[config.mk]
export PLATFORM = sky130hd
export DESIGN_NAME = id_stage_top
export DESIGN_NICKNAME = d
export VERILOG_FILES = /design/src/id_stage_pkg.sv /design/src/id_pipe_reg.sv /design/src/id_stage_top.sv /design/src/inst_decoder.sv /design/src/issue_queue.sv
export VERILOG_INCLUDE_DIRS = /design/src /design/src/src
export SDC_FILE = /design/constraint.sdc
export NUM_CORES = 1
export LEC_CHECK = 0
export BUFFER_PORTS_ARGS = -buffer_cell sky130_fd_sc_hd__buf_4
export CAP_MARGIN = 20
export CORE_AREA = 2 2 352 354
export CTS_CLUSTER_DIAMETER = 60
export CTS_CLUSTER_SIZE = 12
export DETAILED_ROUTE_END_ITERATION = 8
export DIE_AREA = 0 0 354 356
export GPL_TIMING_DRIVEN = 0
export HOLD_SLACK_MARGIN = 0.1
export PLACE_DENSITY = 0.65
export SLEW_MARGIN = 5
export SYNTH_ARGS = -nofsm -noshare
export SYNTH_HDL_FRONTEND = slang
export SYNTH_SLANG_ARGS = --single-unit
export TNS_END_PERCENT = 30
[constraint.sdc]
create_clock -name aclk -period 7.5 [get_ports aclk]
set_input_delay 0.375 -clock aclk [delete_from_list [all_inputs] [get_ports aclk]]
set_output_delay 0.375 -clock aclk [all_outputs]
set_load 0.01 [all_outputs]
[src/id_stage_cfg.svh]
`ifndef ID_STAGE_CFG_SVH
`define ID_STAGE_CFG_SVH

// micro-op code width.
`define ID_UOP_WIDTH 8

// decoded pairs held by the issue queue.
`define ID_IQ_DEPTH 4

// addi r0, r0, 0.
`define ID_INST_NOP 32'h2000_0000

// instruction field positions.
`define ID_OP_MSB 31
`define ID_OP_LSB 26
`define ID_RD_MSB 4
`define ID_RD_LSB 0
`define ID_RJ_MSB 9
`define ID_RJ_LSB 5
`define ID_RK_MSB 14
`define ID_RK_LSB 10
`define ID_IMM_LSB 10
`define ID_IMM12_MSB 21
`define ID_CSR14_MSB 23
`define ID_OFFS16_MSB 25

`endif

[src/id_stage_pkg.sv]
`default_nettype none

`include "id_stage_cfg.svh"

package id_stage_pkg;

    typedef enum logic [5:0] {
        OP_ADD     = 6'h01,
        OP_SUB     = 6'h02,
        OP_AND     = 6'h03,
        OP_OR      = 6'h04,
        OP_ADDI    = 6'h08,
        OP_ORI     = 6'h09,
        OP_LD      = 6'h0a,
        OP_ST      = 6'h0b,
        OP_BEQ     = 6'h10,
        OP_BNE     = 6'h11,
        OP_SYSCALL = 6'h18,
        OP_BREAK   = 6'h19,
        OP_CSRRD   = 6'h1c,
        OP_CSRWR   = 6'h1d
    } opcode_e;

    typedef enum logic [`ID_UOP_WIDTH-1:0] {
        UOP_NOP, UOP_ADD, UOP_SUB, UOP_AND, UOP_OR, UOP_ADDI, UOP_ORI,
        UOP_LD, UOP_ST, UOP_BEQ, UOP_BNE, UOP_SYSCALL, UOP_BREAK,
        UOP_CSRRD, UOP_CSRWR
    } uop_e;

    typedef enum logic [6:0] {
        EXC_NONE = 7'h00,
        EXC_ADEF = 7'h08,
        EXC_INE  = 7'h0d,
        EXC_TLBR = 7'h3f
    } exc_code_e;

    typedef struct packed {
        logic [31:0] pc0;
        logic [31:0] pc1;
        logic [31:0] pc_next;
        logic [31:0] inst0;
        logic [31:0] inst1;
        logic [31:0] badv;
        logic        fetch_excp;
        exc_code_e   fetch_exc_code;
        // predicted-taken marker, passed through untouched.
        logic        branch_flag;
    } fetch_pair_t;

    typedef struct packed {
        logic        is_alu;
        logic        is_syscall;
        logic        is_break;
        logic        is_priv;
        uop_e        uop;
        logic [31:0] imm;
        logic [4:0]  rd;
        logic [4:0]  rj;
        logic [4:0]  rk;
        logic        excp;
        exc_code_e   exc_code;
    } dec_slot_t;

    typedef struct packed {
        fetch_pair_t fetch;
        dec_slot_t   slot0;
        dec_slot_t   slot1;
    } dec_pair_t;

endpackage

`default_nettype wire

[src/id_pipe_reg.sv]
`timescale 1ns/1ps
`default_nettype none

module id_pipe_reg
    import id_stage_pkg::*;
(
    input  logic      aclk,
    input  logic      rst_n,
    input  logic      flush,

    // decode side.
    input  logic      id_readygo,
    output logic      id_allowin,
    input  dec_pair_t in_pair,

    // issue queue side.
    input  logic      reg_allowin,
    output logic      reg_readygo,
    output dec_pair_t reg_pair
);

    logic      valid_q;
    dec_pair_t pair_q;
    logic      load;

    // room when empty, or when the held pair leaves this cycle.
    assign id_allowin = ~valid_q | reg_allowin;
    assign load       = id_readygo & id_allowin;

    always_ff @(posedge aclk or negedge rst_n) begin
        if (!rst_n) begin
            valid_q <= 1'b0;
        end else if (flush) begin
            valid_q <= 1'b0;
        end else if (load) begin
            valid_q <= 1'b1;
        end else if (reg_allowin) begin
            // held pair moved on with nothing behind it.
            valid_q <= 1'b0;
        end
    end

    // payload only, contents are don't-care while invalid.
    always_ff @(posedge aclk) begin
        if (load) begin
            pair_q <= in_pair;
        end
    end

    assign reg_readygo = valid_q;
    assign reg_pair    = pair_q;

endmodule

`default_nettype wire

[src/id_stage_top.sv]
`timescale 1ns/1ps
`default_nettype none

module id_stage_top
    import id_stage_pkg::*;
(
    input  logic        aclk,
    input  logic        rst_n,
    input  logic        flush,

    // fetch buffer side.
    input  logic        fetch_valid,
    input  fetch_pair_t fetch_pair,
    output logic        fetch_allowin,

    // issue side.
    output logic        issue_valid,
    output dec_pair_t   issue_pair,
    input  logic        issue_allowin
);

    dec_slot_t slot0;
    dec_slot_t slot1;
    dec_pair_t dec_pair;
    dec_pair_t reg_pair;
    logic      reg_readygo;
    logic      reg_allowin;

    inst_decoder u_dec0 (
        .inst           (fetch_pair.inst0),
        .fetch_excp     (fetch_pair.fetch_excp),
        .fetch_exc_code (fetch_pair.fetch_exc_code),
        .slot           (slot0)
    );

    inst_decoder u_dec1 (
        .inst           (fetch_pair.inst1),
        .fetch_excp     (fetch_pair.fetch_excp),
        .fetch_exc_code (fetch_pair.fetch_exc_code),
        .slot           (slot1)
    );

    assign dec_pair = '{fetch: fetch_pair, slot0: slot0, slot1: slot1};

    id_pipe_reg u_pipe (
        .aclk        (aclk),
        .rst_n       (rst_n),
        .flush       (flush),
        .id_readygo  (fetch_valid),
        .id_allowin  (fetch_allowin),
        .in_pair     (dec_pair),
        .reg_allowin (reg_allowin),
        .reg_readygo (reg_readygo),
        .reg_pair    (reg_pair)
    );

    issue_queue u_iq (
        .aclk          (aclk),
        .rst_n         (rst_n),
        .flush         (flush),
        .reg_readygo   (reg_readygo),
        .reg_pair      (reg_pair),
        .reg_allowin   (reg_allowin),
        .issue_valid   (issue_valid),
        .issue_pair    (issue_pair),
        .issue_allowin (issue_allowin)
    );

endmodule

`default_nettype wire

[src/inst_decoder.sv]
`timescale 1ns/1ps
`default_nettype none

`include "id_stage_cfg.svh"

module inst_decoder
    import id_stage_pkg::*;
(
    input  logic [31:0] inst,
    input  logic        fetch_excp,
    input  exc_code_e   fetch_exc_code,
    output dec_slot_t   slot
);

    opcode_e     op;
    logic [31:0] imm_s12;
    logic [31:0] imm_u12;
    logic [31:0] imm_br;
    logic [31:0] imm_csr;
    logic        illegal;

    assign op = opcode_e'(inst[`ID_OP_MSB:`ID_OP_LSB]);

    // immediate candidates, one per instruction class.
    assign imm_s12 = {{20{inst[`ID_IMM12_MSB]}}, inst[`ID_IMM12_MSB:`ID_IMM_LSB]};
    assign imm_u12 = {20'd0, inst[`ID_IMM12_MSB:`ID_IMM_LSB]};
    assign imm_br  = {{14{inst[`ID_OFFS16_MSB]}}, inst[`ID_OFFS16_MSB:`ID_IMM_LSB], 2'b00};
    assign imm_csr = {18'd0, inst[`ID_CSR14_MSB:`ID_IMM_LSB]};

    always_comb begin
        slot          = '0;
        slot.uop      = UOP_NOP;
        slot.exc_code = EXC_NONE;
        slot.rd       = inst[`ID_RD_MSB:`ID_RD_LSB];
        slot.rj       = inst[`ID_RJ_MSB:`ID_RJ_LSB];
        slot.rk       = inst[`ID_RK_MSB:`ID_RK_LSB];
        illegal       = 1'b0;

        case (op)
            OP_ADD: begin
                slot.is_alu = 1'b1;
                slot.uop    = UOP_ADD;
            end
            OP_SUB: begin
                slot.is_alu = 1'b1;
                slot.uop    = UOP_SUB;
            end
            OP_AND: begin
                slot.is_alu = 1'b1;
                slot.uop    = UOP_AND;
            end
            OP_OR: begin
                slot.is_alu = 1'b1;
                slot.uop    = UOP_OR;
            end
            OP_ADDI: begin
                slot.is_alu = 1'b1;
                slot.uop    = UOP_ADDI;
                slot.imm    = imm_s12;
            end
            OP_ORI: begin
                slot.is_alu = 1'b1;
                slot.uop    = UOP_ORI;
                slot.imm    = imm_u12;
            end
            OP_LD: begin
                slot.uop = UOP_LD;
                slot.imm = imm_s12;
            end
            OP_ST: begin
                slot.uop = UOP_ST;
                slot.imm = imm_s12;
            end
            OP_BEQ: begin
                slot.uop = UOP_BEQ;
                slot.imm = imm_br;
            end
            OP_BNE: begin
                slot.uop = UOP_BNE;
                slot.imm = imm_br;
            end
            OP_SYSCALL: begin
                slot.is_syscall = 1'b1;
                slot.uop        = UOP_SYSCALL;
            end
            OP_BREAK: begin
                slot.is_break = 1'b1;
                slot.uop      = UOP_BREAK;
            end
            OP_CSRRD: begin
                slot.is_priv = 1'b1;
                slot.uop     = UOP_CSRRD;
                slot.imm     = imm_csr;
            end
            OP_CSRWR: begin
                slot.is_priv = 1'b1;
                slot.uop     = UOP_CSRWR;
                slot.imm     = imm_csr;
            end
            default: illegal = 1'b1;
        endcase

        // a fetch fault wins over an illegal opcode.
        if (fetch_excp) begin
            slot.excp     = 1'b1;
            slot.exc_code = fetch_exc_code;
        end else if (illegal) begin
            slot.excp     = 1'b1;
            slot.exc_code = EXC_INE;
        end
    end

endmodule

`default_nettype wire

[src/issue_queue.sv]
`timescale 1ns/1ps
`default_nettype none

`include "id_stage_cfg.svh"

module issue_queue
    import id_stage_pkg::*;
#(
    parameter int DEPTH = `ID_IQ_DEPTH
) (
    input  logic      aclk,
    input  logic      rst_n,
    input  logic      flush,

    // pipeline register side.
    input  logic      reg_readygo,
    input  dec_pair_t reg_pair,
    output logic      reg_allowin,

    // issue side.
    output logic      issue_valid,
    output dec_pair_t issue_pair,
    input  logic      issue_allowin
);

    localparam int PTR_W = $clog2(DEPTH);

    dec_pair_t        mem [DEPTH];
    logic [PTR_W-1:0] wr_ptr;
    logic [PTR_W-1:0] rd_ptr;
    logic [PTR_W:0]   count;
    logic             full;
    logic             push;
    logic             pop;

    assign full = (count == (PTR_W+1)'(DEPTH));
    assign pop  = issue_valid & issue_allowin;

    // a full queue still takes a pair when the head leaves.
    assign reg_allowin = ~full | pop;
    assign push        = reg_readygo & reg_allowin;

    always_ff @(posedge aclk or negedge rst_n) begin
        if (!rst_n) begin
            wr_ptr <= '0;
            rd_ptr <= '0;
            count  <= '0;
        end else if (flush) begin
            wr_ptr <= '0;
            rd_ptr <= '0;
            count  <= '0;
        end else begin
            if (push) begin
                wr_ptr <= wr_ptr + 1'b1;
            end
            if (pop) begin
                rd_ptr <= rd_ptr + 1'b1;
            end
            case ({push, pop})
                2'b10:   count <= count + 1'b1;
                2'b01:   count <= count - 1'b1;
                default: count <= count;
            endcase
        end
    end

    // storage, no reset.
    always_ff @(posedge aclk) begin
        if (push) begin
            mem[wr_ptr] <= reg_pair;
        end
    end

    // head comes straight from the storage registers.
    assign issue_valid = (count != '0);
    assign issue_pair  = mem[rd_ptr];

endmodule

`default_nettype wire

==> metrics.txt <==
Initial Utilization 0.395; Max stage delay on crit path between 500 and 600 ps; Async S/R FF share, synth 0.00600; Max Fclk between 200 and 300 MHz; warning count from the yosys run 0; Synth Cell Area ~48000 µm²; Worst R2R Path Depth 7; number of fill cells around 9600; Synth cell types 55; Core Util, Final 0.498; # port buffers around 530; Setup Skew between 20 and 30 ps; share of cells above drive strength 1 0.397; Buf/Inv on CP 6; Post-Place Cells 4158; critical path peak fanout 10; GR Util met2 0.293; global route hottest layer met2; worst skew pair latency 760 ps; Tightest Hold Check Type in -> reg; postcts setup bufs 0; Place WS about 4500 ps; cell count after synthesis roughly 2000; CP top delay family buffers and inverters; global-route wire length before repair between 150 and 200 mm; status finished clean; final wirelength roughly 110 mm; synthesized flop and latch total between 1000 and 1500; Critical Path RT about 7000 ps; Slew HR 0.404; post-synthesis sequential area ratio 0.825; global route overflow 0; Hold Slack between 300 and 400 ps; Main synth FF type edfxtp_1; commonest non-fill, non-tap cells in the layout 1325 x edfxtp_1, 608 x buf_4, 265 x mux4_2, 208 x dlygate4sd3_1, 137 x clkbuf_16; Worst Tran Pin Value 894 ps; clock sink total between 1000 and 1500; footprint of the multi-input gates about 7400 µm²; DRC 0; worst vdd ir around 220 µV; Setup crit end kind output pin; Final nets 3075; Non-Filler Instances about 4500; commonest non-fill, non-tap cell in the layout edfxtp_1; Global Route Usage Sum 0.170; GR Util met1 0.210; routed vias/inst 5.05; critical path class reg -> out; syn avg cell area around 25 µm²; Post-synth EDFFs ~1300; die area 126000 µm²; post-detail-place hpwl roughly 69 mm; num rows roughly 130; static leakage 20.7 nW; crit path max-delay cell type clkbuf_1; via count ~23000; crit path launch type flop; DR WL/cell approximately 24 µm; drt initial violations 1843; die width around 350 µm; vias in the first global route approximately 25000; CTS H-tree depth 4; unrepaired setup endpoints after global routing false; initial antenna violation count 5; Tmin final ~3400 ps; IO Count around 540; die height around 360 µm; Pre-antenna DRT Iters 5; Tcrit/Tclk final 0.456; met3 usage 0.0500; sequential cell area around 40000 µm²; Clock transition at path regs approximately 60 ps; Pins Over Slew Limit 0; CTS Buf Count roughly 130; CTS tree yes; deepest clock path buffer count 3; critical path depth in cells 7; CP cell instances buf_2 > clkbuf_1 > buf_8 > buf_2 > mux4_2 > buf_4 > buf_4; Final Hold Fails 0; Final Setup Violations 0; root buffer cell clkbuf_16; GPL Wtd Cong approximately 0.78; synth-to-layout area growth 26.2%; post-route setup slack between 4000 and 5000 ps; max-cap viol count 0; setup tns final 0 ps; placeable core area 123000 µm²; hold depth 2; Arr. time, crit path ~3000 ps; PwrDens 262 nW/µm²; largest net degree at the start of global routing 53; antenna-violating nets left 0
-- path summary, 6_finish.rpt --
path / from / endpoint / slack (ps)
max in group asynchronous: rst_n / u_iq.wr_ptr[0]$_DFFE_PN0P_ / 6590
worst max register to register: u_iq.count[2]$_DFFE_PN0P_ / u_iq.mem[2][145]$_DFFE_PP_ / 4540
min in group asynchronous: rst_n / u_iq.rd_ptr[1]$_DFFE_PN0P_ / 630
worst min-delay path: fetch_pair[167] / u_pipe.reg_pair[301]$_DFFE_PP_ / 310
worst min register to register: u_pipe.reg_pair[179]$_DFFE_PP_ / u_iq.mem[1][171]$_DFFE_PP_ / 470
worst max-delay path: u_iq.rd_ptr[1]$_DFFE_PN0P_ / issue_pair[218] / 4080
-- per-stage QoR --
stage	total power, mW	cell area [µm²]
2_1_floorplan	9.43	48500
3_3_place_gp	10.1	54500
3_5_place_dp	10.1	55300
4_1_cts	16.2	61100
5_1_grt	16.6	61100
6_report	16.0	61100
-- power breakdown --
part	total, mW	switching [mW]	internal [mW]
Clock	5.97	2.68	3.29
Sequential	8.55	0.103	8.44
Combinational	1.48	0.703	0.774
Total	16.0	3.48	12.5
-- per-layer routing --
layer	wire (µm)	vias up
met5	39	-
met4	2010	6
met3	7790	153
met2	55500	803
met1	42000	12000
li1	-	9918
-- area by class of cell --
| class | instances | area share |
|---|---|---|
| Buffer | 151 | 0.0183 |
| Timing Repair Buffer | 770 | 0.112 |
| Clock inverter | 21 | 0.00465 |
| Sequential cell | 1333 | 0.654 |
| Antenna cell | 1 | 0.0000409 |
| Tap cell | 1637 | 0.0335 |
| Inverter | 5 | 0.000307 |
| Clock buffer | 145 | 0.0566 |
| Multi-Input combinational cell | 470 | 0.121 |
-- synthesized netlist by cell type (2+ instances only) --
cell | count | area share
nor3_1 | 6 | 0.00062
nand2_1 | 19 | 0.0015
nor2_1 | 27 | 0.0021
and2b_1 | 4 | 0.00062
a22o_1 | 20 | 0.0036
o21ai_0 | 8 | 0.00083
or3_1 | 2 | 0.00026
xor2_1 | 5 | 0.00090
nor4_4 | 2 | 0.00088
clkbuf_1 | 6 | 0.00046
buf_6 | 29 | 0.0067
nor2b_1 | 6 | 0.00077
o32a_1 | 2 | 0.00041
edfxtp_1 | 1325 | 0.82
a2bb2oi_1 | 2 | 0.00036
inv_1 | 5 | 0.00039
a21oi_1 | 14 | 0.0014
a22oi_1 | 3 | 0.00046
dfrtp_1 | 8 | 0.0041
a221o_1 | 2 | 0.00041
nor3b_2 | 2 | 0.00052
nand3_1 | 2 | 0.00021
nand2b_1 | 10 | 0.0013
buf_4 | 75 | 0.012
mux2i_1 | 3 | 0.00062
nor4_2 | 2 | 0.00052
nand3b_1 | 3 | 0.00046
buf_2 | 40 | 0.0041
and2_1 | 13 | 0.0017
a21oi_2 | 2 | 0.00036
mux2_2 | 5 | 0.0012
and3_1 | 2 | 0.00026
a21o_1 | 7 | 0.0011
mux4_2 | 265 | 0.12
or4_1 | 2 | 0.00031
ha_1 | 4 | 0.0010
a32oi_1 | 2 | 0.00036
-- flip-flops by register name, indices dropped and copies added (netlist names) --
signal / cells
u_iq.count: 3
u_iq.mem: 1060
u_iq.rd_ptr: 2
u_iq.wr_ptr: 2
u_pipe.reg_pair: 265
u_pipe.reg_readygo: 1
-- logic make-up (layout without fill, tap and decap cells) --
group,after synthesis,after routing,share of synthesized area
other cells,1,9,0.0000774
buf+inv,156,1092,0.0234
compound gates,70,70,0.0106
flops,1333,1333,0.825
simple gates,108,108,0.0132
xor+xnor,6,6,0.00108
fa+ha+maj,5,5,0.00145
mux,273,273,0.125
-- repair_timing --
item / 4_1_cts / 5_1_grt
endpoints found under the hold margin: 270 / 0
hold buffers: 208 / 0
resized for setup: 0 / 0
(Power assumes the default switching activity.)
